[config.mk]
export PLATFORM = sky130hd
export DESIGN_NAME = exu_regfile
export DESIGN_NICKNAME = d
export VERILOG_FILES = /design/src/rtl/exu_isa_pkg.sv /design/src/rtl/exu_regfile.sv
export SDC_FILE = /design/constraint.sdc
export NUM_CORES = 2
export LEC_CHECK = 0
export ABC_AREA = 0
export BUFFER_PORTS_ARGS = -buffer_cell sky130_fd_sc_hd__clkbuf_2
export CORE_AREA = 5 5 293 295
export CTS_BUF_LIST = sky130_fd_sc_hd__clkbuf_8
export CTS_CLUSTER_DIAMETER = 40
export DETAILED_ROUTE_END_ITERATION = 12
export DIE_AREA = 0 0 298 300
export PLACE_DENSITY = 0.82
export REMOVE_ABC_BUFFERS = 1
export SYNTH_ARGS = -nofsm -noshare
export SYNTH_HDL_FRONTEND = slang
export SYNTH_SLANG_ARGS = --single-unit
[constraint.sdc]
create_clock -name clk -period 3.7 [get_ports clk]
set_input_delay 0.925 -clock clk [delete_from_list [all_inputs] [get_ports clk]]
set_output_delay 0.925 -clock clk [all_outputs]
set_load 0.05 [all_outputs]
[src/rtl/exu_isa_pkg.sv]
package exu_isa_pkg;

   localparam int XLEN       = 32;
   localparam int REG_ADDR_W = 5;
   localparam int OP_W       = 4;

   typedef enum logic [1:0] {
      UNIT_ALU,
      UNIT_BRU,
      UNIT_MUL,
      UNIT_LSU
   } exu_unit_e;

   // shift amount comes from b[4:0]
   typedef enum logic [OP_W-1:0] {
      ADD, SUB, SLT, SLTU,
      AND, OR, XOR, NOR,
      SLL, SRL, SRA
   } alu_op_e;

   // BL and JIRL always taken, both link pc + 4
   typedef enum logic [OP_W-1:0] {
      BEQ, BNE, BLT, BGE, BLTU, BGEU, BL, JIRL
   } bru_op_e;

   typedef enum logic [OP_W-1:0] {
      MUL_LO, MULH_S, MULH_U
   } mul_op_e;

   typedef enum logic [OP_W-1:0] {
      LD_B, LD_H, LD_W, LD_BU, LD_HU, ST_B, ST_H, ST_W
   } lsu_op_e;

   typedef struct packed {
      logic                  valid;
      exu_unit_e             unit;
      logic [OP_W-1:0]       op;
      logic [XLEN-1:0]       a;
      // store data for stores
      logic [XLEN-1:0]       b;
      logic [XLEN-1:0]       offset;
      logic [XLEN-1:0]       pc;
      logic [REG_ADDR_W-1:0] rd;
      logic                  wen;
   } exu_issue_t;

endpackage

[src/rtl/exu_regfile.sv]
module exu_regfile import exu_isa_pkg::*; (
   input  logic                  clk,
   input  logic                  arst_n,
   input  logic [REG_ADDR_W-1:0] rs1_addr,
   input  logic [REG_ADDR_W-1:0] rs2_addr,
   output logic [XLEN-1:0]       rs1_data,
   output logic [XLEN-1:0]       rs2_data,
   input  logic                  rf_wen,
   input  logic [REG_ADDR_W-1:0] rf_waddr,
   input  logic [XLEN-1:0]       rf_wdata
);

   // r0 has no storage
   logic [XLEN-1:0] regs [1:2**REG_ADDR_W-1];

   always_ff @(posedge clk or negedge arst_n) begin
      if (!arst_n) begin
         for (int i = 1; i < 2**REG_ADDR_W; i++) begin
            regs[i] <= '0;
         end
      end else if (rf_wen && rf_waddr != '0) begin
         regs[rf_waddr] <= rf_wdata;
      end
   end

   assign rs1_data = (rs1_addr == '0) ? '0 : regs[rs1_addr];
   assign rs2_data = (rs2_addr == '0) ? '0 : regs[rs2_addr];

endmodule

==> summary.txt <==
Status
  – Outcome: finished, violations left
  – Failing checks: setup timing

Synth
  – Mapped cell area: between 0.05 and 0.06 mm2
  – FFs w/ async S/R, synth: 1.00
  – Syn Area/Cell: between 10 and 15 um2
  – Post-Syn Instances: approximately 3.6k
  – Main synth FF type: dfrtp_1
  – Synthesis-stage register bit count: slightly below 1k
  – Yosys cell types: 46
  – Seq/Total Area, Yosys: 0.464
  – Post-synth EDFFs: 0
  – Synth warn: 0

Global routing
  – First-pass GRT wire length: 253 mm
  – Vias in the first global route: between 30k and 40k
  – Initial antenna violation count: 5
  – GRT Total Usage: 0.375
  – Largest net degree at the start of global routing: 145
  – GRT overflow: 0

Clocking
  – Root Buffer: clkbuf_8
  – Clk_lat worst skew: approximately 0.86 ns
  – TritonCTS Buffers: between 150 and 200
  – # H-tree levels: 4
  – Cts hold-fix bufs: 0
  – Maximum root-to-sink buffer count: 3
  – Clock sinks: ~1000
  – Clock transition at path regs: roughly 0.060 ns
  – CTS tree: done

Detailed routing
  – DR pass1 iterations: 6
  – Via-per-instance ratio: around 7.4
  – DRT antenna net count: 0
  – Routed vias: between 30k and 40k
  – Initial DRC count: about 4.4k
  – Final wirelength: 170 mm
  – Routed len/inst: 33.4 um
  – Residual DRC count: 0

Setup path
  – Critical Path Sink Type: output pin
  – Crit path kind: input port to output pin
  – Max stage delay on crit path: roughly 0.51 ns
  – Worst-path fanout max: 9
  – Worst path arrival time: 2.84 ns
  – Cell Chain, Critical Path: buf_16 -> buf_12 -> buf_8 -> mux4_2 -> mux2i_1 -> o22a_1 -> o211ai_1 -> clkbuf_16
  – Flop2flop setup slack: ~2.9 ns
  – CP startpoint: rs1_addr[0]
  – Launch point of the worst reg-to-reg path: regs[610]
  – Critical Path Source Type: input port
  – Worst path slowest cell: mux4_2
  – CP required: roughly 2.8 ns

STA
  – Final setup violation count: 4
  – Min Tclk post-route: 3.76 ns
  – Fin crit share: 1.02
  – Worst Clk Skew: 0 ns
  – Slew margin rel.: 0.430
  – Final Hold Viols: 0
  – Unrepaired setup endpoints after global routing: yes
  – Fmax: around 0.27 GHz
  – Post-route worst setup slack: -0.0624 ns
  – Worst-margin pin slew: approximately 0.85 ns
  – Fin. max-slew vios: 0

Floorplan
  – CORE AREA: around 0.083 mm2
  – Initial core utilization: 0.645
  – Io pins: between 100 and 150
  – Chip width: ~300 um
  – Die ar.: 0.0894 mm2
  – Rows: 106
  – Die height: ~300 um

Final layout
  – Commonest non-fill, non-tap cell in the layout: mux2_2
  – Biggest regs: regs: 992 flops
  – Max reg flops: roughly 990
  – Most flop-heavy register: regs
  – Area of the multi-input gates: roughly 0.027 mm2
  – Synth-to-layout area growth: 16.2%
  – Register area: ~0.025 mm2
  – Fin nets: slightly below 4k
  – Share of layout cells above drive strength 1: 0.559
  – Most frequent cells in the layout: mux2_2, dfrtp_1, mux4_2, mux2i_1, buf_4
  – Cell area after layout: 0.0622 mm2
  – Fill cells: about 4.8k

Placement
  – Detail Placement HPWL: around 100 mm
  – Post-DP Area: 0.0570 mm2
  – DP Worst Slack: -0.246 ns
  – Routability congestion estimate: about 0.9
  – Number of port buffers: 113

Power
  – VDD IR max: ~0.00043 V
  – Cell leakage power: 27.8 nW
  – Power density cells: 541 mW/mm2

Hold path
  – HP Class: input port to asynchronous set/reset pin

Run
  – Max_cap viols: 0
## worst paths after layout
check	end	cells after the start
setup / recovery	rs1_data[20]	8
hold / removal	regs[503]	1
setup reg to reg	regs[610]	1
hold reg to reg	regs[419]	1
max in group asynchronous	regs[22]	2
min in group clk	regs[419]	1
## where the power goes
part / switching (W) / internal, W
registers: 0.00176 / 0.0130
clock network: 0.00479 / 0.00641
logic: 0.00333 / 0.00437
total: 0.00988 / 0.0238
## Yosys cell counts, types with 17 or more instances
cell,count,area share
a221o_1,17,0.0032
a221oi_1,43,0.0070
a22oi_1,102,0.014
and3_1,29,0.0034
buf_2,162,0.015
buf_4,38,0.0053
clkbuf_1,161,0.011
dfrtp_1,992,0.46
mux2_1,19,0.0040
mux2_2,1050,0.22
mux2i_1,267,0.050
mux4_2,377,0.16
nand2_1,21,0.0015
nor2_1,33,0.0023
nor2b_1,44,0.0051
nor3_1,32,0.0030
o211ai_1,32,0.0045
o22ai_1,18,0.0021
o31a_1,28,0.0046
## final cells by class
cell class / instances / share of cell area
clock inverters: 100 / 0.0149
repair buffers: 453 / 0.0800
clock buffers: 215 / 0.0476
inverters: 9 / 0.000543
multi-input cells: 2219 / 0.436
flip-flops and latches: 992 / 0.399
diodes: 7 / 0.000282
well taps: 1080 / 0.0217
## through the flow
| step | std cells | hold WS [ns] | util | setup TNS [ns] | total power, W |
|---|---|---|---|---|---|
| after floorplan | 3220 | 0.470 | - | -33.51 | 0.0192 |
| after global routing | 5072 | 0.0384 | 0.750 | -0.192 | 0.0348 |
| final | 5075 | 0.0120 | 0.750 | -0.120 | 0.0336 |
| after global placement | 4703 | 0.480 | 0.688 | -3.56 | 0.0215 |
| after CTS | 5051 | 0.00295 | 0.744 | -0.0943 | 0.0334 |
| after detailed placement | 4703 | 0.502 | 0.688 | -4.83 | 0.0221 |
## critical path, delay by kind of cell
kind / cells / cell delay (ns)
buffers and inverters: 4 / 0.75
AO/OA/AOI/OAI: 2 / 0.43
multiplexers: 2 / 0.70
## cells by family after synthesis
logic type	synth area share
AO/OA/AOI/OAI	0.0451
multiplexers	0.434
buffers and inverters	0.0366
flip-flops	0.464
AND/OR/NAND/NOR	0.0205
## layer usage
metal	track usage	routed length [um]	up-vias
met1	0.473	60100	19500
li1	-	-	14600
met5	0	13	-
met2	0.582	78500	2673
met3	0.108	18800	784
met4	0.229	12300	2
## repair_timing
item | 4_1_cts | 5_1_grt
buffers inserted | 28 | 13
gates cloned | 5 | 5
pin swaps | 4 | 10
setup endpoints to repair | 60 | 53
resized for setup | 91 | 70
Note: power is estimated with default switching activity, not from simulation.
