==> src/rtl/exu_isa_pkg.sv <==
package exu_isa_pkg;

   localparam int XLEN       = 32;
   localparam int REG_ADDR_W = 5;
   localparam int OP_W       = 4;

   typedef enum logic [1:0] {
      UNIT_ALU,
      UNIT_BRU,
      UNIT_MUL,
      UNIT_LSU
   } exu_unit_e;

   // shift amount comes from b[4:0]
   typedef enum logic [OP_W-1:0] {
      ADD, SUB, SLT, SLTU,
      AND, OR, XOR, NOR,
      SLL, SRL, SRA
   } alu_op_e;

   // BL and JIRL always taken, both link pc + 4
   typedef enum logic [OP_W-1:0] {
      BEQ, BNE, BLT, BGE, BLTU, BGEU, BL, JIRL
   } bru_op_e;

   typedef enum logic [OP_W-1:0] {
      MUL_LO, MULH_S, MULH_U
   } mul_op_e;

   typedef enum logic [OP_W-1:0] {
      LD_B, LD_H, LD_W, LD_BU, LD_HU, ST_B, ST_H, ST_W
   } lsu_op_e;

   typedef struct packed {
      logic                  valid;
      exu_unit_e             unit;
      logic [OP_W-1:0]       op;
      logic [XLEN-1:0]       a;
      // store data for stores
      logic [XLEN-1:0]       b;
      logic [XLEN-1:0]       offset;
      logic [XLEN-1:0]       pc;
      logic [REG_ADDR_W-1:0] rd;
      logic                  wen;
   } exu_issue_t;

endpackage

==> src/rtl/exu_bus_pkg.sv <==
package exu_bus_pkg;

   import exu_isa_pkg::*;

   // write-back sources, index order is priority order
   localparam int WB_SRC_N = 4;
   localparam int SRC_MUL  = 0;
   localparam int SRC_ALU  = 1;
   localparam int SRC_BRU  = 2;
   localparam int SRC_LSU  = 3;

   // data memory request, addr is the byte address
   typedef struct packed {
      logic [XLEN-1:0] addr;
      logic            wr;
      logic [3:0]      wstrb;
      logic [XLEN-1:0] wdata;
   } data_req_t;

   typedef struct packed {
      logic                  valid;
      logic [REG_ADDR_W-1:0] rd;
      logic [XLEN-1:0]       data;
   } wb_req_t;

endpackage

==> src/rtl/exu_mul.sv <==
module exu_mul import exu_isa_pkg::*, exu_bus_pkg::*; (
   input  logic       clk,
   input  logic       arst_n,
   input  exu_issue_t issue,
   output wb_req_t    mul_wb
);

   logic                       is_mul;
   mul_op_e                    op;
   logic                       sign_mode;
   logic signed [XLEN:0]       a_ext;
   logic signed [XLEN:0]       b_ext;
   logic signed [2*XLEN+1:0]   prod_full;

   // stage 1
   logic                       s1_valid;
   logic                       s1_hi;
   logic [REG_ADDR_W-1:0]      s1_rd;
   logic [2*XLEN-1:0]          s1_prod;

   // stage 2
   logic                       wb_valid;
   logic [REG_ADDR_W-1:0]      wb_rd;
   logic [XLEN-1:0]            wb_data;

   assign is_mul    = issue.valid && (issue.unit == UNIT_MUL);
   assign op        = mul_op_e'(issue.op);
   assign sign_mode = (op == MULH_S);

   // 33-bit operands so one signed multiplier covers both modes
   assign a_ext     = {sign_mode & issue.a[XLEN-1], issue.a};
   assign b_ext     = {sign_mode & issue.b[XLEN-1], issue.b};
   assign prod_full = a_ext * b_ext;

   always_ff @(posedge clk or negedge arst_n) begin
      if (!arst_n) begin
         s1_valid <= 1'b0;
         wb_valid <= 1'b0;
      end else begin
         s1_valid <= is_mul && issue.wen;
         wb_valid <= s1_valid;
      end
   end

   always_ff @(posedge clk) begin
      if (is_mul) begin
         s1_hi   <= (op != MUL_LO);
         s1_rd   <= issue.rd;
         s1_prod <= prod_full[2*XLEN-1:0];
      end
      if (s1_valid) begin
         wb_rd   <= s1_rd;
         wb_data <= s1_hi ? s1_prod[2*XLEN-1:XLEN] : s1_prod[XLEN-1:0];
      end
   end

   assign mul_wb = '{valid: wb_valid, rd: wb_rd, data: wb_data};

endmodule

==> config.mk <==
export PLATFORM = sky130hd
export DESIGN_NAME = exu_mul
export DESIGN_NICKNAME = d
export VERILOG_FILES = /design/src/rtl/exu_isa_pkg.sv /design/src/rtl/exu_bus_pkg.sv /design/src/rtl/exu_mul.sv
export SDC_FILE = /design/constraint.sdc
export NUM_CORES = 2
export LEC_CHECK = 0
export BUFFER_PORTS_ARGS = -buffer_cell sky130_fd_sc_hd__buf_2
export CORE_UTILIZATION = 65
export DETAILED_ROUTE_END_ITERATION = 12
export HOLD_SLACK_MARGIN = 0.03
export PLACE_DENSITY_LB_ADDON = 0.25
export SLEW_MARGIN = 15
export SYNTH_ARGS = -nofsm -noshare
export SYNTH_HDL_FRONTEND = slang
export SYNTH_SLANG_ARGS = --single-unit
==> constraint.sdc <==
create_clock -name clk -period 1.6 [get_ports clk]
set_input_delay 0 -clock clk [delete_from_list [all_inputs] [get_ports clk]]
set_output_delay 0 -clock clk [all_outputs]
set_load 0.01 [all_outputs]
==> reports/results.tsv <==
stage	metric	value	unit
floorplan	die_w	255	um
synthesis	yosysTopAreaCellShare	54.1	%
worst_setup_path	max_stage_delay	0.59	ns
worst_setup_path	startpoint_type	input port	
grt	grt_max_degree	46	
synthesis	synth_cell_types	68	
synthesis	ys_async_sr_fraction	1.83	%
grt	grt_pass1_vias	35882	
clock_network	h-tree-depth	3	
worst_setup_path	cpLargestDelayFamily	adder cells	
floorplan	rows	92	
final_layout	synthToLayoutAreaGrowth	23.7	%
timing	hold_violations	0	
synthesis	netlist_area	41600	sq um
drt	initialDrtViolationCount	3245	
worst_setup_path	critPathArrivalTime	7.52	ns
worst_setup_path	path_class	in -> reg	
synthesis	synth-edff-count	107	
drt	drtAntennaViolNets	0	
timing	finClkSkew	0.00968	ns
clock_network	clk_latency	0.37	ns
job	maxCapViolations	0	
timing	hold_slack	0.133	ns
timing	tightest_slew	0.475	ns
synthesis	ys_warn_count	0	
floorplan	start_util	65.9	%
synthesis	yosysMostFrequentCell	inv_1	
drt	via_per_inst	5.90	
worst_setup_path	required	1.71	ns
min_path	hp-class	in -> reg	
timing	rsz0062_at_grt	yes	
timing	min_period_over_period	463	%
clock_network	cts_tree	yes	
placed_design	gp_congestion	1.00	
worst_setup_path	cp_slowest_cell	fa_2	
placed_design	port_buffers	116	
placed_design	hpwl	97700	um
worst_setup_path	critical_path.max_fanout	7	
worst_setup_path	timing.rr.start	s1_hi	
worst_setup_path	end_kind	register	
drt	routed_wl	136000	um
synthesis	syn_nets	5846	
final_layout	fin_area	51500	sq um
worst_setup_path	critPathLaunch	issue[136]	
synthesis	avgSynthCellArea	9.54	sq um
floorplan	fp.coreArea	63200	sq um
clock_network	cts_root_buf	clkbuf_16	
grt	antenna_found_initial	6	
grt	grt_pass1_wl	195000	um
min_path	hold_start	issue[140]	
drt	route.detailed.wl_per_inst	23.7	um
timing	setup_viol	62	
synthesis	synthTopCellsByArea	fa_1 54%, inv_1 10%, edfxtp_1 7.7%, nand2_1 7.1%, ha_1 6.4%	
grt	track_usage	39.9	%
run_status	violations	setup timing	
final_layout	final-instance-count-excl-fill	5737	
drt	dr.pass1.iters	7	
timing	slew-limit-headroom	68.3	%
placed_design	dpl.cell_count	5593	
timing	setup_ws	-5.81	ns
floorplan	die_area	65100	sq um
synthesis	synth_top_cell_by_area	fa_1	
synthesis	ys_ff_latch	109	
clock_network	clockBufferDepth	2	
placed_design	place_area	47600	sq um
timing	period_minus_slack	7.41	ns
worst_setup_path	cp.buffers_inverters	6	
timing	fmaxAchievable	0.135	GHz
grt	grt.overflow.total	0	
drt	vias	33837	
synthesis	synth-main-ff-cell	edfxtp_1	
final_layout	drive_above_1_share	24.8	%
synthesis	postSynthCellCount	4366	
synthesis	synth.top_cells.by_count	1145 x inv_1, 1125 x fa_1, 786 x nand2_1	
timing	drv_slew	0	
run_status	status	finished with violations	
floorplan	fp.dieH	255	um
floorplan	ioPinCount	181	
clock_network	numCtsBuffers	9	
clock_network	cts.sinks	109	
drt	drc	0	
synthesis	ys_seq_area_share	7.84	%
final_layout	nets	6363	
clock_network	clk_pin_slew	0.08	ns
==> layout by cell type (no fill, tap or decap), types with 39 or more instances in the layout <==
| master | n |
|---|---|
| inv_2 | 70 |
| and2_1 | 258 |
| buf_12 | 66 |
| nand2_1 | 740 |
| fa_1 | 1078 |
| edfxtp_1 | 107 |
| buf_4 | 450 |
| buf_2 | 86 |
| and2_4 | 42 |
| ha_4 | 76 |
| inv_1 | 1069 |
| fa_2 | 47 |
| nor2_1 | 39 |
| ha_1 | 136 |
| buf_6 | 95 |
==> cell type report <==
class | count | area, sq um
multi-input combinational | 2879 | 35700
fill | 3289 | 11700
inverter | 1145 | 4320
tap | 846 | 1060
sequential | 109 | 3260
clock buffer | 10 | 229
clock inverter | 6 | 62.6
timing repair buffer | 739 | 6900
antenna | 3 | 7.51
==> per-layer routing <==
layer / GRT usage (%) / up-vias / part of all wire [%]
met5: 0 / - / 0.0096
met4: 18.6 / 2 / 7.4
met3: 9.33 / 744 / 12
met2: 64.5 / 2413 / 46
met1: 51.4 / 17153 / 34
li1: - / 13525 / -
==> repair_timing <==
action	CTS	global route
gates cloned	9	2
hold endpoints to repair	13	0
pin swaps	174	183
setup buffers	70	66
setup endpoints to repair	62	63
hold buffers	11	0
resized for setup	289	256
==> final timing paths <==
check / end / cells past startpoint / slack, ns
worst max-delay path: s1_prod[63] / 26 / -5.81
worst min-delay path: s1_prod[30] / 3 / 0.13
worst max register to register: wb_data[15] / 2 / 0.27
worst min register to register: wb_rd[4] / 0 / 0.44
max in group asynchronous: s1_valid / 3 / 0.98
min in group asynchronous: wb_valid / 3 / 0.50
==> worst reg2reg max path: stages (launching register included) <==
cell and delay [ns]:
edfxtp_1 0.38, buf_12 0.22, mux2_2 0.45
==> kinds of logic after synthesis <==
| group | Yosys count | share of synthesized area (%) |
|---|---|---|
| xor+xnor | 75 | 1.58 |
| compound gates | 191 | 3.07 |
| buf+inv | 1378 | 12.5 |
| flops | 109 | 7.84 |
| mux | 32 | 0.865 |
| fa+ha+maj | 1337 | 60.4 |
| simple gates | 1244 | 13.7 |
==> state kept, by name, indices dropped and copies added (netlist names) <==
| name | flops |
|---|---|
| wb_valid | 1 |
| s1_prod | 64 |
| wb_rd | 5 |
| wb_data | 32 |
| s1_valid | 1 |
| s1_rd | 5 |
| s1_hi | 1 |
==> per-stage QoR <==
stage / setup slack, ns / util, % / TNS (ns)
3_5_place_dp: -6.48 / 75.3 / -309.49
2_1_floorplan: -5.97 / - / -255.85
6_report: -5.81 / 81.5 / -289.44
4_1_cts: -5.78 / 79.1 / -275.39
3_3_place_gp: -6.17 / 75.3 / -303.75
5_1_grt: -5.98 / 81.5 / -293.57
Power is not shown: default switching activity piles up to over one toggle a cycle in this logic, so the estimate is an artifact.
