**src/rtl/exu_isa_pkg.sv**
```systemverilog
package exu_isa_pkg;

   localparam int XLEN       = 32;
   localparam int REG_ADDR_W = 5;
   localparam int OP_W       = 4;

   typedef enum logic [1:0] {
      UNIT_ALU,
      UNIT_BRU,
      UNIT_MUL,
      UNIT_LSU
   } exu_unit_e;

   // shift amount comes from b[4:0]
   typedef enum logic [OP_W-1:0] {
      ADD, SUB, SLT, SLTU,
      AND, OR, XOR, NOR,
      SLL, SRL, SRA
   } alu_op_e;

   // BL and JIRL always taken, both link pc + 4
   typedef enum logic [OP_W-1:0] {
      BEQ, BNE, BLT, BGE, BLTU, BGEU, BL, JIRL
   } bru_op_e;

   typedef enum logic [OP_W-1:0] {
      MUL_LO, MULH_S, MULH_U
   } mul_op_e;

   typedef enum logic [OP_W-1:0] {
      LD_B, LD_H, LD_W, LD_BU, LD_HU, ST_B, ST_H, ST_W
   } lsu_op_e;

   typedef struct packed {
      logic                  valid;
      exu_unit_e             unit;
      logic [OP_W-1:0]       op;
      logic [XLEN-1:0]       a;
      // store data for stores
      logic [XLEN-1:0]       b;
      logic [XLEN-1:0]       offset;
      logic [XLEN-1:0]       pc;
      logic [REG_ADDR_W-1:0] rd;
      logic                  wen;
   } exu_issue_t;

endpackage

```
**src/rtl/exu_bus_pkg.sv**
```systemverilog
package exu_bus_pkg;

   import exu_isa_pkg::*;

   // write-back sources, index order is priority order
   localparam int WB_SRC_N = 4;
   localparam int SRC_MUL  = 0;
   localparam int SRC_ALU  = 1;
   localparam int SRC_BRU  = 2;
   localparam int SRC_LSU  = 3;

   // data memory request, addr is the byte address
   typedef struct packed {
      logic [XLEN-1:0] addr;
      logic            wr;
      logic [3:0]      wstrb;
      logic [XLEN-1:0] wdata;
   } data_req_t;

   typedef struct packed {
      logic                  valid;
      logic [REG_ADDR_W-1:0] rd;
      logic [XLEN-1:0]       data;
   } wb_req_t;

endpackage

```
**src/rtl/exu_wb_arbiter.sv**
```systemverilog
module exu_wb_arbiter import exu_isa_pkg::*, exu_bus_pkg::*; (
   input  logic                  clk,
   input  logic                  arst_n,
   input  wb_req_t               alu_wb,
   input  wb_req_t               bru_wb,
   input  wb_req_t               mul_wb,
   input  wb_req_t               lsu_wb,
   input  logic                  lsu_busy,
   output logic                  rf_wen,
   output logic [REG_ADDR_W-1:0] rf_waddr,
   output logic [XLEN-1:0]       rf_wdata,
   output logic                  stall_req
);

   wb_req_t             req [WB_SRC_N];
   wb_req_t             cand [WB_SRC_N];
   wb_req_t             slot_q [WB_SRC_N];
   wb_req_t             win;
   logic [WB_SRC_N-1:0] slot_valid;
   logic [WB_SRC_N-1:0] gnt;

   assign req[SRC_MUL] = mul_wb;
   assign req[SRC_ALU] = alu_wb;
   assign req[SRC_BRU] = bru_wb;
   assign req[SRC_LSU] = lsu_wb;

   // a parked entry is older than a new one from the same unit
   always_comb begin
      for (int i = 0; i < WB_SRC_N; i++) begin
         cand[i] = slot_valid[i] ? slot_q[i] : req[i];
      end
   end

   // lowest index wins, so scan from the top down
   always_comb begin
      gnt = '0;
      win = '0;
      for (int i = WB_SRC_N - 1; i >= 0; i--) begin
         if (cand[i].valid) begin
            gnt    = '0;
            gnt[i] = 1'b1;
            win    = cand[i];
         end
      end
   end

   always_ff @(posedge clk or negedge arst_n) begin
      if (!arst_n) begin
         slot_valid <= '0;
      end else begin
         for (int i = 0; i < WB_SRC_N; i++) begin
            if (!slot_valid[i] || gnt[i]) begin
               slot_valid[i] <= req[i].valid && (slot_valid[i] || !gnt[i]);
            end
         end
      end
   end

   always_ff @(posedge clk) begin
      for (int i = 0; i < WB_SRC_N; i++) begin
         if (req[i].valid && (!slot_valid[i] || gnt[i])) begin
            slot_q[i] <= req[i];
         end
      end
   end

   assign rf_wen    = win.valid;
   assign rf_waddr  = win.rd;
   assign rf_wdata  = win.data;
   assign stall_req = (|slot_valid) || lsu_busy;

   // relies on the front end honouring stall_req
   for (genvar g = 0; g < WB_SRC_N; g++) begin : g_slot_chk
      a_no_overwrite: assert property (@(posedge clk) disable iff (!arst_n)
         (slot_valid[g] && !gnt[g]) |-> !req[g].valid);
   end

endmodule

```
**config.mk**
```make
export PLATFORM = sky130hd
export DESIGN_NAME = exu_wb_arbiter
export DESIGN_NICKNAME = d
export VERILOG_FILES = /design/src/rtl/exu_isa_pkg.sv /design/src/rtl/exu_bus_pkg.sv /design/src/rtl/exu_wb_arbiter.sv
export SDC_FILE = /design/constraint.sdc
export NUM_CORES = 1
export LEC_CHECK = 0
export BUFFER_PORTS_ARGS = -buffer_cell sky130_fd_sc_hd__buf_2
export CORE_ASPECT_RATIO = 1.75
export CORE_MARGIN = 4
export CORE_UTILIZATION = 30
export DETAILED_ROUTE_END_ITERATION = 7
export SLEW_MARGIN = 20
export SYNTH_ARGS = -nofsm -noshare
export SYNTH_HDL_FRONTEND = slang
export SYNTH_SLANG_ARGS = --single-unit
```
**constraint.sdc**
```tcl
create_clock -name clk -period 4.05 [get_ports clk]
set_input_delay 0.81 -clock clk [delete_from_list [all_inputs] [get_ports clk]]
set_output_delay 0.81 -clock clk [all_outputs]
set_load 0.02 [all_outputs]
```
==> impl_metrics.env, run 1 <==
export IMPL_antenna_found_initial=4
export IMPL_setup_viol=0
export IMPL_dpl_worst_slack_ns=0.551
export IMPL_n_fill_cell=2311
export IMPL_initial_core_util_pct=30.6
export IMPL_final_hold_violation_count=0
export IMPL_critPathMaxStageDelay_ns=0.85
export IMPL_hold_class="in -> async"
export IMPL_avgSynthCellArea_um2=14.8
export IMPL_status="completed"
export IMPL_synthTopCellsByArea="edfxtp_1, mux2i_1, a221oi_1"
export IMPL_required_ns=3.24
export IMPL_gp_congestion=0.788
export IMPL_grt_pass1_wl_um=32100
export IMPL_io_pins=194
export IMPL_area_growth_pct=26.8
export IMPL_tightest_slew_ns=1.02
export IMPL_synth_distinct_cells=28
export IMPL_first_pass_iters=4
export IMPL_peakVddDrop_mv=0.310
export IMPL_combPwrFrac_pct=14.7
export IMPL_worstPathArrival_ns=2.98
export IMPL_power_density_mw_per_mm2=457
export IMPL_drt_wirelength_per_cell_um=21.7
export IMPL_yosysTopAreaCell="edfxtp_1"
export IMPL_cp_start_kind="flop"
export IMPL_cp_slowest_cell="dfrtp_2"
export IMPL_seq_area_frac_synth_pct=64.8
export IMPL_dr_total_vias=5064
export IMPL_clock_skew_final_ns=0.00866
export IMPL_synth_mux_area_share_pct=10.9
export IMPL_grt_start_max_net_pins=78
export IMPL_synth_top_family_by_area="compound AO/OA/AOI/OAI gates"
export IMPL_grt_ovfl_total=0
export IMPL_die_area_mm2=0.0266
export IMPL_post_cts_setup_buffers=0
export IMPL_io_buffers=193
export IMPL_crit_chain="mux2i_4 -> nor4b_2 -> inv_2 -> o221ai_1 -> buf_2"
export IMPL_hold_buffers=0
export IMPL_synth_xor_area_share_pct=0
export IMPL_ys_warn_count=0
export IMPL_endpoint_kind="primary output"
export IMPL_grt_pass1_vias=5477
export IMPL_die_h_um=213
export IMPL_placed_area_mm2=0.00853
export IMPL_yosys_area_share_adder_pct=0.156
export IMPL_rsz0062_at_grt="false"
export IMPL_path_delay_family="flip-flops"
export IMPL_worst_setup_hold_path_clk_slew_ns=0.06
export IMPL_power_frac_seq_pct=46.1
export IMPL_die_w_um=125
export IMPL_yosysTopAreaCellShare_pct=63.4
export IMPL_tns_ns=0
export IMPL_ys_ff_latch=156
export IMPL_drv_cap=0
export IMPL_p_int_w=0.00315
export IMPL_hold_ws_ns=0.204
export IMPL_core_area_mm2=0.0235
export IMPL_clkPwrFrac_pct=39.2
export IMPL_yosys_area_share_simple_pct=6.69
export IMPL_drc=0
export IMPL_clockBufferDepth=2
export IMPL_final_cell_area_mm2=0.00913
export IMPL_crit_buf_inv=2
export IMPL_setup_ws_ns=0.258
export IMPL_cts_root_buffer="clkbuf_16"
export IMPL_switchingPower_w=0.00102
export IMPL_synth_cells=487
export IMPL_relSlewSlack_pct=31.7
export IMPL_routed_wl_um=21500
export IMPL_clock_fmax_mhz=264
export IMPL_drive_above_1_share_pct=37.6
export IMPL_drtIter0Drc=244
export IMPL_leakagePower_nw=3.62
export IMPL_clkSinkCount=156
export IMPL_synth_nets=642
export IMPL_cts_made_buffers=17
export IMPL_tritoncts="done"
export IMPL_detail_route_vias_per_cell=5.12
export IMPL_postCtsResizedCells=0
export IMPL_synthesis_area_mm2=0.00720
export IMPL_hpwl_um=14600
export IMPL_slew_violations=0
export IMPL_ant_nets=0
export IMPL_layout_min_cycle_time_ns=3.79
export IMPL_nets=823
export IMPL_swShare_pct=24.4
export IMPL_num_rows=74
export IMPL_worstSetupPathType="reg -> out"
export IMPL_min_period_over_period_pct=93.6
export IMPL_synth_compound_area_share_pct=14.4
export IMPL_htree_levels=4
export IMPL_clkLatencyLatePin_ns=0.43
export IMPL_grtUsageTotal_pct=16.2
export IMPL_critPathMaxFanout=39
==> cells by family (layout without fill, tap and decap cells) <==
kind of cell | Yosys count | in the layout
flops | 156 | 156
other cells | 0 | 5
fa+ha+maj | 1 | 1
buf+inv | 49 | 242
compound gates | 118 | 118
mux | 78 | 78
simple gates | 85 | 85
==> metrics by stage <==
stage | instances | total power [W] | util, %
2_1_floorplan | 487 | 0.00232 | -
5_1_grt | 988 | 0.00434 | 38.8
4_1_cts | 984 | 0.00424 | 38.8
3_3_place_gp | 953 | 0.00257 | 36.3
3_5_place_dp | 953 | 0.00258 | 36.3
6_report | 989 | 0.00417 | 38.8
==> flip-flops by register name (all words and copies together), names as in the netlist <==
register / cells
slot_valid: 4
slot_q: 152
==> worst reg2reg max path: stages (launching register included) <==
cell and delay (ns):
dfrtp_2 0.85, mux2i_4 0.36, nor4b_2 0.26, inv_2 0.44
a21boi_4 0.30, buf_4 0.40
==> power by group through the flow <==
stage               clock network [W]  registers (W)  logic (W)
finish                        0.00164        0.00192   0.000611
CTS                           0.00169        0.00192   0.000626
global placement                    0        0.00195   0.000620
detailed placement                  0        0.00196   0.000625
floorplan                           0        0.00194   0.000374
global route                  0.00174        0.00193   0.000666
==> area by class of cell <==
| type | count | area, um^2 | share of cell area, % |
|---|---|---|---|
| well taps | 304 | 380 | 4.16 |
| clock buffers | 22 | 444 | 4.86 |
| clock inverters | 9 | 145 | 1.59 |
| inverters | 3 | 11.3 | 0.123 |
| multi-input cells | 282 | 2380 | 26.1 |
| diodes | 5 | 12.5 | 0.137 |
| repair buffers | 208 | 1090 | 11.9 |
| flip-flops and latches | 156 | 4670 | 51.1 |
==> cells in the mapped netlist <==
| master | count |
|---|---|
| edfxtp_1 | 152 |
| mux2i_1 | 76 |
| nor3_1 | 38 |
| a221oi_1 | 37 |
| nand2b_1 | 37 |
| o211ai_1 | 37 |
| clkbuf_1 | 30 |
| o221ai_1 | 28 |
| buf_2 | 10 |
| o221ai_2 | 9 |
| dfrtp_1 | 4 |
| a21boi_1 | 3 |
| nor2b_1 | 3 |
| buf_1 | 2 |
| buf_4 | 2 |
| buf_6 | 2 |
| inv_1 | 2 |
| nand2_1 | 2 |
| nor2_1 | 2 |
| o21a_1 | 2 |
| o22a_1 | 2 |
| and2_1 | 1 |
| inv_2 | 1 |
| maj3_2 | 1 |
| mux2_2 | 1 |
| mux2_4 | 1 |
| nand3_1 | 1 |
| nor4b_2 | 1 |
==> metal layers <==
layer	vias to the layer above	part of all wire (%)	track usage (%)
met4	0	2.5	7.82
li1	2390	-	-
met5	-	0	0
met3	26	4.0	3.45
met1	2508	37	17.5
met2	140	56	29.9
==> path summary, 6_finish.rpt <==
kind | from | endpoint | slack, ns | cells past startpoint
worst max-delay path | slot_valid[2] | rf_wdata[26] | 0.26 | 5
min in group clk | bru_wb[3] | slot_q[2][3] | 0.57 | 1
worst min register to register | slot_q[0][37] | slot_valid[0] | 0.62 | 2
worst max register to register | slot_valid[2] | slot_q[3][13] | 1.07 | 5
max in group asynchronous | arst_n | slot_valid[0] | 3.67 | 1
worst min-delay path | arst_n | slot_valid[2] | 0.20 | 1
==> layout by cell type, fill, tap and decap left out, types with 3 or more instances in the layout <==
cell type,n
diode_2,5
o221ai_2,9
a221oi_1,37
o221ai_1,28
clkbuf_16,17
a21boi_4,3
mux2i_1,75
bufinv_16,4
nor3_1,38
nand2b_1,37
o211ai_1,37
buf_2,193
clkbuf_1,5
edfxtp_1,152
dfrtp_2,3
buf_4,14
No activity file was read; power rests on OpenSTA's default activity.
==> inputs of run 2 (changes only) <==
Settings changed: PLACE_DENSITY set to 0.58.
==> run 2 against run 1 <==
Against the previous run: die area unchanged; design area decreased by 0.18%; sequential power about the same; register-to-register slack got worse by 0.09 ns; global-route usage increased by 0.54 points; flip-flop and latch count unchanged; setup slack improved by 0.14 ns; via count increased by 3.3%; total power decreased by 1.5%; first-iteration DRC count increased by 23%; clock skew decreased by 0.0021 ns; non-clock buffer count decreased by 1.
==> impl_metrics.env, run 2 (synthesis gave the netlist of run 1 again) <==
export IMPL_status="completed"
export IMPL_gp_congestion=0.784
export IMPL_switchingPower_w=0.00103
export IMPL_die_h_um=213
export IMPL_drc=0
export IMPL_nets=822
export IMPL_fin_cells=990
export IMPL_dr_wl_met3_um=839
export IMPL_drv_cap=0
export IMPL_die_w_um=125
export IMPL_clock_fmax_mhz=274
export IMPL_cp_slowest_cell="dfrtp_2"
export IMPL_largest_register_ffs=152
export IMPL_rsz0062_at_grt="false"
export IMPL_area_growth_pct=26.6
export IMPL_tns_ns=0
export IMPL_rr_endpoint="slot_q[3][1]"
export IMPL_post_cts_setup_buffers=0
export IMPL_initial_core_util_pct=30.6
export IMPL_r2r_worst_path_cells=5
export IMPL_min_period_over_period_pct=90.2
export IMPL_clkPwrFrac_pct=38.2
export IMPL_power_frac_seq_pct=46.8
export IMPL_io_pins=194
export IMPL_io_buffers=193
export IMPL_grt_pass1_vias=5578
export IMPL_layout_min_cycle_time_ns=3.65
export IMPL_path_delay_family="flip-flops"
export IMPL_dp_cells=952
export IMPL_required_ns=3.24
export IMPL_crit_chain="mux2i_4 -> nor4b_2 -> inv_2 -> o221ai_1 -> buf_2"
export IMPL_drtIter0Drc=299
export IMPL_grt_ovfl_total=0
export IMPL_worstSetupPathType="reg -> out"
export IMPL_cp_start_kind="flop"
export IMPL_clkLatencyLatePin_ns=0.43
export IMPL_wl_met2_um=12100
export IMPL_endpoint_kind="primary output"
export IMPL_hold_buffers=0
export IMPL_tritoncts="done"
export IMPL_htree_levels=4
export IMPL_power_density_mw_per_mm2=451
export IMPL_postCtsResizedCells=0
export IMPL_dr_total_vias=5229
export IMPL_hold_class="in -> async"
export IMPL_detail_route_vias_per_cell=5.28
export IMPL_grt_pass1_wl_um=33100
export IMPL_worstPathArrival_ns=2.84
export IMPL_worst_setup_hold_path_clk_slew_ns=0.06
export IMPL_leakagePower_nw=3.60
export IMPL_setup_viol=0
export IMPL_relSlewSlack_pct=30.8
export IMPL_r2r_slack_ns=0.98
export IMPL_final_hold_violation_count=0
export IMPL_reg_largest_list="slot_q x152, slot_valid x4"
export IMPL_highest_layer="met4"
export IMPL_grtUsageTotal_pct=16.7
export IMPL_layout_common_cells="buf_2, edfxtp_1, mux2i_1"
export IMPL_grt_start_max_net_pins=78
export IMPL_final_common_cell="buf_2"
export IMPL_r2r_start="slot_valid[2]"
export IMPL_clockBufferDepth=2
export IMPL_tightest_slew_ns=1.04
export IMPL_crit_buf_inv=2
export IMPL_die_area_mm2=0.0266
export IMPL_drt_wirelength_per_cell_um=22.6
export IMPL_core_area_mm2=0.0235
export IMPL_clkSinkCount=156
export IMPL_ant_nets=0
export IMPL_critPathMaxStageDelay_ns=0.74
export IMPL_critPathMaxFanout=39
export IMPL_peakVddDrop_mv=0.366
export IMPL_combPwrFrac_pct=15.0
export IMPL_antenna_found_initial=7
export IMPL_swShare_pct=25.0
export IMPL_first_pass_iters=4
export IMPL_cts_made_buffers=17
export IMPL_num_rows=74
export IMPL_largest_register="slot_q"
export IMPL_hpwl_um=15800
export IMPL_clock_skew_final_ns=0.00654
export IMPL_cts_root_buffer="clkbuf_16"
export IMPL_drive_above_1_share_pct=37.6
export IMPL_p_int_w=0.00308
export IMPL_routed_wl_um=22300
export IMPL_slew_violations=0
export IMPL_wl_met1_um=8510
run 2: cell types whose count changed in the layout (fill, tap and decap cells not counted), sizes merged:
cell,before,now
buf,208,207
clkbuf,22,19
bufinv,4,3
clkinv,4,7
diode,5,8
run 2: metrics by stage:
step	total power [W]	setup slack (ns)	util, %	hold WS [ns]	cell area, um^2
final	0.00411	0.395	38.8	0.187	9120
after global routing	0.00428	0.247	38.8	0.160	9110
after CTS	0.00417	0.313	38.7	0.159	9100
after detailed placement	0.00258	0.524	36.3	0.638	8540
after global placement	0.00256	0.615	36.3	0.601	8540
after floorplan	0.00232	0.0136	-	0.514	7200
run 2: power by group through the flow:
stage                     logic [W]  registers, W  clock network [W]
after CTS                  0.000628       0.00192            0.00161
after detailed placement   0.000627       0.00196                  0
after global routing       0.000669       0.00193            0.00168
after floorplan            0.000374       0.00194                  0
final                      0.000617       0.00192            0.00157
after global placement     0.000612       0.00195                  0
run 2: worst max-delay path by stage:
| stage | cells after the start | slack [ns] | startpoint | to |
|---|---|---|---|---|
| after floorplan | 6 | 0.01 | mul_wb[37] | slot_q[3][0] |
| after global placement | 6 | 0.61 | alu_wb[37] | rf_wdata[12] |
| after detailed placement | 6 | 0.52 | alu_wb[37] | rf_wdata[10] |
| after CTS | 6 | 0.31 | slot_valid[2] | rf_wdata[12] |
| after global routing | 6 | 0.25 | slot_valid[2] | rf_wdata[12] |
| final | 5 | 0.40 | slot_valid[2] | rf_wdata[10] |
run 2: layer usage:
metal,vias to the layer above,GRT usage (%)
li1,2395,-
met1,2624,17.8
met2,159,30.3
met3,51,3.75
met4,0,9.66
met5,-,0
run 2: final cells by class:
cell class,count,area [um^2]
fillers,2266,14400
diodes,8,20.0
repair buffers,207,1100
flip-flops and latches,156,4670
clock inverters,11,128
clock buffers,19,433
inverters,3,11.3
well taps,304,380
multi-input cells,282,2380
