`src/rtl/exu_isa_pkg.sv`:
```
package exu_isa_pkg;

   localparam int XLEN       = 32;
   localparam int REG_ADDR_W = 5;
   localparam int OP_W       = 4;

   typedef enum logic [1:0] {
      UNIT_ALU,
      UNIT_BRU,
      UNIT_MUL,
      UNIT_LSU
   } exu_unit_e;

   // shift amount comes from b[4:0]
   typedef enum logic [OP_W-1:0] {
      ADD, SUB, SLT, SLTU,
      AND, OR, XOR, NOR,
      SLL, SRL, SRA
   } alu_op_e;

   // BL and JIRL always taken, both link pc + 4
   typedef enum logic [OP_W-1:0] {
      BEQ, BNE, BLT, BGE, BLTU, BGEU, BL, JIRL
   } bru_op_e;

   typedef enum logic [OP_W-1:0] {
      MUL_LO, MULH_S, MULH_U
   } mul_op_e;

   typedef enum logic [OP_W-1:0] {
      LD_B, LD_H, LD_W, LD_BU, LD_HU, ST_B, ST_H, ST_W
   } lsu_op_e;

   typedef struct packed {
      logic                  valid;
      exu_unit_e             unit;
      logic [OP_W-1:0]       op;
      logic [XLEN-1:0]       a;
      // store data for stores
      logic [XLEN-1:0]       b;
      logic [XLEN-1:0]       offset;
      logic [XLEN-1:0]       pc;
      logic [REG_ADDR_W-1:0] rd;
      logic                  wen;
   } exu_issue_t;

endpackage

```
`src/rtl/exu_bus_pkg.sv`:
```
package exu_bus_pkg;

   import exu_isa_pkg::*;

   // write-back sources, index order is priority order
   localparam int WB_SRC_N = 4;
   localparam int SRC_MUL  = 0;
   localparam int SRC_ALU  = 1;
   localparam int SRC_BRU  = 2;
   localparam int SRC_LSU  = 3;

   // data memory request, addr is the byte address
   typedef struct packed {
      logic [XLEN-1:0] addr;
      logic            wr;
      logic [3:0]      wstrb;
      logic [XLEN-1:0] wdata;
   } data_req_t;

   typedef struct packed {
      logic                  valid;
      logic [REG_ADDR_W-1:0] rd;
      logic [XLEN-1:0]       data;
   } wb_req_t;

endpackage

```
`src/rtl/exu_bru.sv`:
```
module exu_bru import exu_isa_pkg::*, exu_bus_pkg::*; (
   input  logic            clk,
   input  logic            arst_n,
   input  exu_issue_t      issue,
   output logic            br_taken,
   output logic [XLEN-1:0] br_target,
   output wb_req_t         bru_wb
);

   logic                  is_bru;
   bru_op_e               op;
   logic                  cond;
   logic                  is_link;
   logic                  wb_valid;
   logic [REG_ADDR_W-1:0] wb_rd;
   logic [XLEN-1:0]       wb_data;

   assign is_bru  = issue.valid && (issue.unit == UNIT_BRU);
   assign op      = bru_op_e'(issue.op);
   assign is_link = (op == BL) || (op == JIRL);

   always_comb begin
      case (op)
         BEQ:     cond = issue.a == issue.b;
         BNE:     cond = issue.a != issue.b;
         BLT:     cond = $signed(issue.a) < $signed(issue.b);
         BGE:     cond = $signed(issue.a) >= $signed(issue.b);
         BLTU:    cond = issue.a < issue.b;
         BGEU:    cond = issue.a >= issue.b;
         BL,
         JIRL:    cond = 1'b1;
         default: cond = 1'b0;
      endcase
   end

   assign br_taken = is_bru && cond;
   // jirl is register relative, the rest pc relative
   assign br_target = (op == JIRL) ? issue.a + issue.offset : issue.pc + issue.offset;

   always_ff @(posedge clk or negedge arst_n) begin
      if (!arst_n) begin
         wb_valid <= 1'b0;
      end else begin
         wb_valid <= is_bru && is_link && issue.wen;
      end
   end

   always_ff @(posedge clk) begin
      if (is_bru) begin
         wb_rd   <= issue.rd;
         wb_data <= issue.pc + 32'd4;
      end
   end

   assign bru_wb = '{valid: wb_valid, rd: wb_rd, data: wb_data};

endmodule

```
`config.mk`:
```
export PLATFORM = sky130hd
export DESIGN_NAME = exu_bru
export DESIGN_NICKNAME = d
export VERILOG_FILES = /design/src/rtl/exu_isa_pkg.sv /design/src/rtl/exu_bus_pkg.sv /design/src/rtl/exu_bru.sv
export SDC_FILE = /design/constraint.sdc
export NUM_CORES = 1
export LEC_CHECK = 0
export BUFFER_PORTS_ARGS = -buffer_cell sky130_fd_sc_hd__buf_2
export CAP_MARGIN = 0
export CORE_ASPECT_RATIO = 1.2
export CORE_UTILIZATION = 52
export DETAILED_ROUTE_END_ITERATION = 8
export GPL_ROUTABILITY_DRIVEN = 0
export PLACE_DENSITY = 0.85
export SYNTH_ARGS = -nofsm -noshare
export SYNTH_HDL_FRONTEND = slang
export SYNTH_SLANG_ARGS = --single-unit
```
`constraint.sdc`:
```
create_clock -name clk -period 9.3 [get_ports clk]
set_clock_uncertainty 0.05 [all_clocks]
set_input_delay 2.325 -clock clk [delete_from_list [all_inputs] [get_ports clk]]
set_output_delay 2.325 -clock clk [all_outputs]
set_load 0.03 [all_outputs]
```
==> run metrics, run 1 <==
overall global routing resource usage 29.7%; final hold vios 0; worst min path class input pin to asynchronous set/reset pin; clock-pin slew on the worst setup and hold paths 0.07 ns; Worst Path Max Fanout 7; deepest clock path buffer count 2; Post-Syn Nets 711; critical path data required time 6.93 ns; clk sinks 38; Setup crit end br_target[24]; Chip Height 105 um; Slew Viols, Final 0; Initial Utilization 53.7%; Final Cycle Share 89.8%; die area 9220 um^2; dpl cells 825; CP endpoint kind output port; largest net degree at the start of global routing 38; # DRC 0; wire length per cell 16.3 um; Pleak 2.95 nW; post-cts repair resize count 0; Max Cap Viol 0; PortBufs 213; final WL 13,600 um; post-synth cell types 64; Rows 37; Ys Warns 0; Pwr Density 120 nW/um^2; cell count after synthesis 503; register area share after synthesis 24.7%; Post-synth ARST share 2.63%; Initial DRC Count 291; most common flop cell mapped by yosys edfxtp_1; RSZ-0062 raised after global routing no; fin cells 833; # IOs 214; core area 8560 um^2; Post-synth EDFFs 37; Avg Cell Area, Syn 9.14 um^2; Post-CTS Setup Bufs 0; crit path launch type input pin; total negative slack 0 ns; Setup Viol. Count Final 0; CTS tree yes; clock buffer count from CTS 5; Via density 5.68; GRT overflow 0; Post-DP HPWL 11,600 um; depth of the CTS H-tree 2; synthesized flop and latch total 38; Slew @ Worst Pin 0.963 ns; Chip Width 87.8 um; kind of critical path input pin to output port; number of diodes 0; share of cells above drive strength 1 37.3%; Netlist Area Pre-Place 4600 um^2; final net count 923; fmax 120 MHz; Rel. slew slack 35.6%; Root Driver clkbuf_8; area leader, netlist edfxtp_1; run status finished clean; post-layout min period 8.35 ns; drt first pass iters 5; area grow syn2layout 27.8%; antenna violations before repair 0; top cells by area, synth edfxtp_1 (24%), ha_1 (17%), mux2_2 (7.3%), xnor2_1 (6.7%), a21o_1 (4.2%); number of hold buffers added after cts 0; vias in the first global route 4,598; Final ANT Viol Nets 0; crit path DAT 5.97 ns; routed vias 4,729; first-pass GRT wire length 21,300 um; Synth top area share 24.2%; Worst Setup SP issue[137]; VDD IR-drop max 0.0712 mV
[routing by layer]
metal,global-route usage (%),up-vias,share of wire (%)
li1,-,2299,-
met1,37.0,2151,41
met2,48.8,227,48
met3,3.63,52,5.9
met4,16.5,0,4.6
met5,0,-,0
[worst min path at each step]
stage,start,endpoint,cells after the start
floorplan,arst_n,wb_valid,0
global placement,arst_n,wb_valid,1
detailed placement,arst_n,wb_valid,1
CTS,arst_n,wb_valid,1
global route,arst_n,wb_valid,1
finish,arst_n,wb_valid,1
[worst max-delay path, cell delays in order]
cell and delay, ns:
buf_2 0.10, nand4b_1 0.45, nand2_1 0.21, o21ai_0 0.15
ha_1 0.25, fa_1 0.43, a211oi_2 0.25, o211ai_2 0.14
a41oi_2 0.26, a31oi_1 0.17, o31ai_1 0.49, o21bai_1 0.12
a31oi_1 0.23, xnor2_1 0.16, buf_2 0.23
[cell usage in the layout (no fill, tap or decap), types with 2 or more instances in the layout]
master	instances
nand2b_1	3
nand3_1	12
clkbuf_8	5
nor2b_1	3
a21oi_1	30
mux2_2	30
nand4_1	22
and2_1	6
inv_1	43
and4_1	2
nand2_1	28
o21bai_1	7
nor3_1	8
or2_1	2
xor2_1	19
mux2i_1	2
nor4_1	2
edfxtp_1	37
o31ai_1	2
a31oi_1	7
o21ai_0	13
a211oi_1	6
ha_1	64
a21o_1	26
nor2_1	30
clkinv_2	2
a211o_1	4
and3_1	8
o21ai_1	6
o21a_1	4
xnor2_1	35
buf_2	213
[cells by family (layout without fill, tap and decap cells)]
kind of cell	count (synthesis)	in the layout	share of synthesized area (%)
simple gates	137	137	15.5
compound gates	125	125	19.1
fa+ha+maj	65	65	17.9
xor+xnor	54	54	10.3
buf+inv	52	265	4.82
flops	38	38	24.7
mux	32	32	7.78
[power by group]
group	switching (mW)	internal, mW	total, mW
Clock	0.0575	0.0788	0.136
Sequential	0.00178	0.197	0.199
Combinational	0.232	0.140	0.372
Total	0.291	0.415	0.707
[flip-flops by register name, summed over array words and instances (netlist names)]
name,cells
wb_data,32
wb_rd,5
wb_valid,1
[synth_stat cells, types with 2 or more instances]
cell type	instances
a211o_1	4
nor2b_1	3
nor3_1	8
inv_1	43
nand2b_1	3
o21a_1	4
edfxtp_1	37
o21bai_1	7
nand3_1	12
xor2_1	19
o21ai_1	6
xnor2_1	35
o31ai_1	2
nor2_1	31
a21oi_1	30
buf_6	3
a21o_1	26
o21ai_0	13
a211oi_1	6
and4_1	2
or2_1	2
mux2i_1	2
nand4_1	22
a31oi_1	7
clkbuf_1	5
nor4_1	2
ha_1	64
and2_1	6
nand2_1	28
and3_1	8
mux2_2	30
[metrics by stage]
stage               worst slack, ns  total power, mW  hold slack [ns]  area (um^2)  utilization, %
floorplan                      1.34            0.456             1.98         4600               -
global placement               1.15            0.559             2.05         5770            67.3
detailed placement             1.03            0.568             2.05         5770            67.3
CTS                            1.03            0.705             1.73         5870            68.6
global route                  0.817            0.743             1.73         5870            68.6
finish                        0.952            0.707             1.74         5870            68.6
[layout make-up]
class,count,area [um^2]
Multi-Input combinational cell,413,3250
Fill cell,698,2690
Sequential cell,38,1140
Timing Repair Buffer,214,1070
Inverter,43,161
Tap cell,117,146
Clock buffer,5,68.8
Clock inverter,3,40.0
Note: power is estimated with default switching activity, not from simulation.
==> inputs of run 2 (changes only) <==
--- a/config.mk
+++ b/config.mk
@@ -8,10 +8,10 @@
 export BUFFER_PORTS_ARGS = -buffer_cell sky130_fd_sc_hd__buf_2
 export CAP_MARGIN = 0
 export CORE_ASPECT_RATIO = 1.2
-export CORE_UTILIZATION = 52
+export CORE_UTILIZATION = 48
 export DETAILED_ROUTE_END_ITERATION = 8
 export GPL_ROUTABILITY_DRIVEN = 0
-export PLACE_DENSITY = 0.85
+export PLACE_DENSITY = 0.79
 export SYNTH_ARGS = -nofsm -noshare
 export SYNTH_HDL_FRONTEND = slang
 export SYNTH_SLANG_ARGS = --single-unit
==> constraint.sdc (replaced) <==
create_clock -name clk -period 8.16 [get_ports clk]
set_clock_uncertainty 0.05 [all_clocks]
set_input_delay 2.04 -clock clk [delete_from_list [all_inputs] [get_ports clk]]
set_output_delay 2.04 -clock clk [all_outputs]
set_load 0.03 [all_outputs]
==> run metrics, run 2 (synthesis results as in run 1) <==
Pleak 2.95 nW (about the same); VDD IR-drop max 0.0800 mV (+12%); WHS 1.47 ns (-0.262 ns); final WL 13,500 um (-0.69%); Worst Path Max Fanout 8 (+1); Slew @ Worst Pin 0.978 ns (+0.0148 ns); Design Area, Final 5880 um^2 (about the same); Pwr Density 132 nW/um^2 (+9.7%); post-layout util 64.1% (-4.5 points); drt first pass iters 4 (-1); share of cells above drive strength 1 37.3% (about the same); most common cell after layout, fill and taps aside buf_2; depth of the CTS H-tree 2 (unchanged); dpl cells 830 (+0.61%); Initial DRC Count 227 (-22%); Root Driver clkbuf_8; Slew Viols, Final 0 (unchanged); Max Cap Viol 0 (unchanged); Largest regs wb_data x32, wb_rd x5, wb_valid x1; kind of critical path input pin to output port; setup ws final 0.378 ns (-0.574 ns); post-layout power 776 uW (+9.8%); clock buffer count from CTS 5 (unchanged); critical path data required time 6.07 ns (-0.86 ns); most frequent cells in the layout buf_2 (213), ha_1 (64), inv_1 (43), edfxtp_1 (37), xnor2_1 (35); Post-CTS Setup Bufs 0 (unchanged); antenna violations before repair 1 (+1); worst min path class input pin to asynchronous set/reset pin; overall global routing resource usage 26.5% (-3.2 points); crit path DAT 5.69 ns (-0.28 ns); routed vias 4,647 (-1.7%); # IOs 214 (unchanged); Rows 38 (+2.7%); crit path launch type input pin; core area 9180 um^2 (+7.1%); post-cts repair resize count 0 (unchanged); Largest Register wb_data; Placement Setup Slack 0.476 ns (-0.556 ns); dpl cell area 5780 um^2 (+0.33%); Final ANT Viol Nets 0 (unchanged); PortBufs 213 (unchanged); area grow syn2layout 27.8% (about the same); Setup Viol. Count Final 0 (unchanged); die area 9980 um^2 (+8.2%); clock-pin slew on the worst setup and hold paths 0.07 ns (about the same); Via density 5.54 (-2.4%); number of hold buffers added after cts 0 (unchanged); total negative slack 0 ns (unchanged); # DRC 0 (unchanged); Rel. slew slack 34.7% (-0.99 points); max FFs per register 32 (unchanged); fmax 129 MHz; deepest clock path buffer count 2 (unchanged); first-pass GRT wire length 20,900 um (-1.8%); run status finished clean; wire length per cell 16.1 um (-1.4%); vias in the first global route 4,516 (-1.8%); RSZ-0062 raised after global routing no; fin cells 839 (+0.72%); Final Cycle Share 95.4%; Post-DP HPWL 11,700 um (+0.77%); CTS tree yes; final net count 925 (+0.22%); clk sinks 38 (unchanged); GRT overflow 0 (unchanged); post-layout min period 7.78 ns; final hold vios 0 (unchanged); CP endpoint kind output port; Chip Width 91.3 um (+4.0%); Initial Utilization 50.1% (-3.6 points); Chip Height 109 um (+4.0%); largest net degree at the start of global routing 38 (unchanged)
==> run 2: final cells by class <==
class                   count  area, um^2
diodes                      1        2.50
fillers                   811        3300
well taps                 120         150
clock inverters             1        5.00
inverters                  43         161
repair buffers            216        1090
flip-flops and latches     38        1140
clock buffers               7        86.3
multi-input cells         413        3250
==> run 2: final timing paths <==
kind	cells after the start	to	slack, ns	from
max in group asynchronous	1	wb_valid	6.50	arst_n
min	1	wb_valid	1.47	arst_n
max	15	br_target[24]	0.38	issue[137]
min in group clk	1	wb_rd[4]	1.88	issue[5]
==> run 2: routing by layer <==
metal,share of wire (%),up-vias,track usage (%)
met5,0,-,0
met1,43,2116,33.6
met4,3.9,0,12.9
li1,-,2304,-
met3,4.7,40,2.09
met2,48,187,45.8
==> run 2: power by group <==
group          total [mW]  internal (mW)  leakage (nW)  switching, mW
combinational       0.422          0.159          2.55          0.263
clock               0.128         0.0681        0.0482         0.0595
sequential          0.227          0.225         0.354        0.00196
==> run 2: critical path: stages <==
cell      delay, ns
buf_2          0.10
nand4b_1       0.49
nand2_1        0.23
o21ai_0        0.11
ha_1           0.23
fa_1           0.43
a211oi_2       0.28
o211ai_2       0.14
a41oi_2        0.28
a31oi_1        0.14
o31ai_1        0.49
o21bai_1       0.11
a31oi_1        0.21
xnor2_1        0.17
buf_2          0.24
==> inputs of run 3 (changes only) <==
--- a/config.mk
+++ b/config.mk
@@ -7,8 +7,10 @@
 export LEC_CHECK = 0
 export BUFFER_PORTS_ARGS = -buffer_cell sky130_fd_sc_hd__buf_2
 export CAP_MARGIN = 0
+export CELL_PAD_IN_SITES_DETAIL_PLACEMENT = 1
+export CELL_PAD_IN_SITES_GLOBAL_PLACEMENT = 2
 export CORE_ASPECT_RATIO = 1.2
-export CORE_UTILIZATION = 48
+export CORE_UTILIZATION = 27
 export DETAILED_ROUTE_END_ITERATION = 8
 export GPL_ROUTABILITY_DRIVEN = 0
 export PLACE_DENSITY = 0.79
==> run metrics, run 3 (synthesis results as in run 1) <==
Worst Path Max Fanout 6 (-2); clock-pin slew on the worst setup and hold paths 0.06 ns (about the same); Root Driver clkbuf_16; Rel. slew slack 33.5% (-1.2 points); vias in the first global route 4,893 (+8.3%); Rows 51 (+34%); drt first pass iters 4 (unchanged); run status finished clean; Pwr Density 148 nW/um^2 (+12%); Chip Width 121 um (+33%); crit path DAT 5.55 ns (-0.14 ns); CP endpoint kind output port; die area 17,600 um^2 (+76%); # IOs 214 (unchanged); Final Cycle Share 93.7% (-1.7 points); final hold vios 0 (unchanged); crit path cell chain buf_2, nand4b_1, nand2_1, o21ai_0, ha_1, fa_1, a211oi_2, o211ai_2, a41oi_2, a31oi_1, o31ai_1, o21bai_1, a31oi_1, xnor2_1, buf_2; Slew Viols, Final 0 (unchanged); fmax 131 MHz (+1.8%); Pleak 3.00 nW (+1.5%); Max Cap Viol 0 (unchanged); deepest clock path buffer count 2 (unchanged); VDD IR-drop max 0.0887 mV (+11%); # DRC 0 (unchanged); Post-CTS Setup Bufs 0 (unchanged); Initial DRC Count 116 (-49%); share of cells above drive strength 1 37.3% (unchanged); PortBufs 213 (unchanged); largest net degree at the start of global routing 38 (unchanged); antenna violations before repair 3 (+2); worst min path class input pin to asynchronous set/reset pin; slowest CP cell nand4b_1; crit path launch type input pin; Largest regs wb_data x32, wb_rd x5, wb_valid x1; Slew @ Worst Pin 0.996 ns (+0.0179 ns); Final ANT Viol Nets 0 (unchanged); Worst Setup SP issue[137]; Via density 4.91 (-11%); post-cts repair resize count 0 (unchanged); depth of the CTS H-tree 2 (unchanged); RSZ-0062 raised after global routing no; critical path data required time 6.07 ns (about the same); max FFs per register 32 (unchanged); final net count 925 (unchanged); first-pass GRT wire length 25,600 um (+22%); area grow syn2layout 32.6%; post-layout power 903 uW (+16%); clk sinks 38 (unchanged); Chip Height 145 um (+33%); routed vias 4,583 (-1.4%); post-layout min period 7.64 ns (-0.140 ns); Largest Register wb_data; fillers 2,007 (+150%); core area 16,500 um^2 (+79%); clock buffer count from CTS 5 (unchanged); overall global routing resource usage 18.6% (-7.9 points); Post-DP HPWL 14,500 um (+24%); Initial Utilization 27.9% (-22 points); CTS tree yes; most frequent cells in the layout buf_2 (213), ha_1 (64), inv_1 (43), edfxtp_1 (37), xnor2_1 (35); wire length per cell 17.4 um (+8.6%); final WL 16,300 um (+21%); number of hold buffers added after cts 0 (unchanged); CP peak stage delay 0.43 ns (-0.06 ns); total negative slack 0 ns (unchanged); kind of critical path input pin to output port; most common cell after layout, fill and taps aside buf_2; Setup Viol. Count Final 0 (unchanged); GRT overflow 0 (unchanged)
run 3: how the worst max path moves through the flow:
stage	endpoint	slack [ns]	cells past startpoint
finish	br_target[24]	0.52	15
CTS	br_target[27]	0.51	15
floorplan	br_target[25]	0.77	12
global route	br_target[25]	0.23	13
global placement	br_target[27]	0.57	15
detailed placement	br_target[27]	0.51	15
run 3: layout make-up:
class	instances	area, um^2	area share, %
tap	212	265	4.35
antenna	3	7.51	0.123
clock inverter	3	63.8	1.05
multi-input combinational	413	3250	53.3
inverter	43	161	2.65
clock buffer	5	125	2.05
timing repair buffer	216	1090	17.9
sequential	38	1140	18.6
run 3: power by group:
group,internal [mW],switching (mW)
logic,0.160,0.270
clock network,0.174,0.0726
registers,0.225,0.00209
total,0.559,0.344
run 3: metal layers:
layer / GRT usage [%] / vias to the layer above / part of all wire [%]
met5: 0 / - / 0
met4: 6.48 / 0 / 2.4
met3: 1.06 / 24 / 3.1
met2: 32.9 / 111 / 50
met1: 23.6 / 2142 / 44
li1: - / 2306 / -
run 3: per-stage QoR:
step	area, um^2	setup slack (ns)	util [%]	cells	hold WS [ns]
floorplan	4600	0.774	-	503	1.69
global placement	5900	0.569	35.8	922	1.76
detailed placement	5900	0.512	35.8	922	1.77
CTS	6090	0.513	37.0	930	1.47
global route	6100	0.231	37.0	933	1.47
finish	6100	0.518	37.0	933	1.47
run 3: worst max-delay path, delay by kind of cell:
family | cells | cell delay (ns)
buffers and inverters | 2 | 0.33
xor gates and xnor gates | 1 | 0.14
and+or+nand+nor | 2 | 0.60
adders and majority gates | 2 | 0.67
AOI/OAI and AO/OA | 8 | 1.77
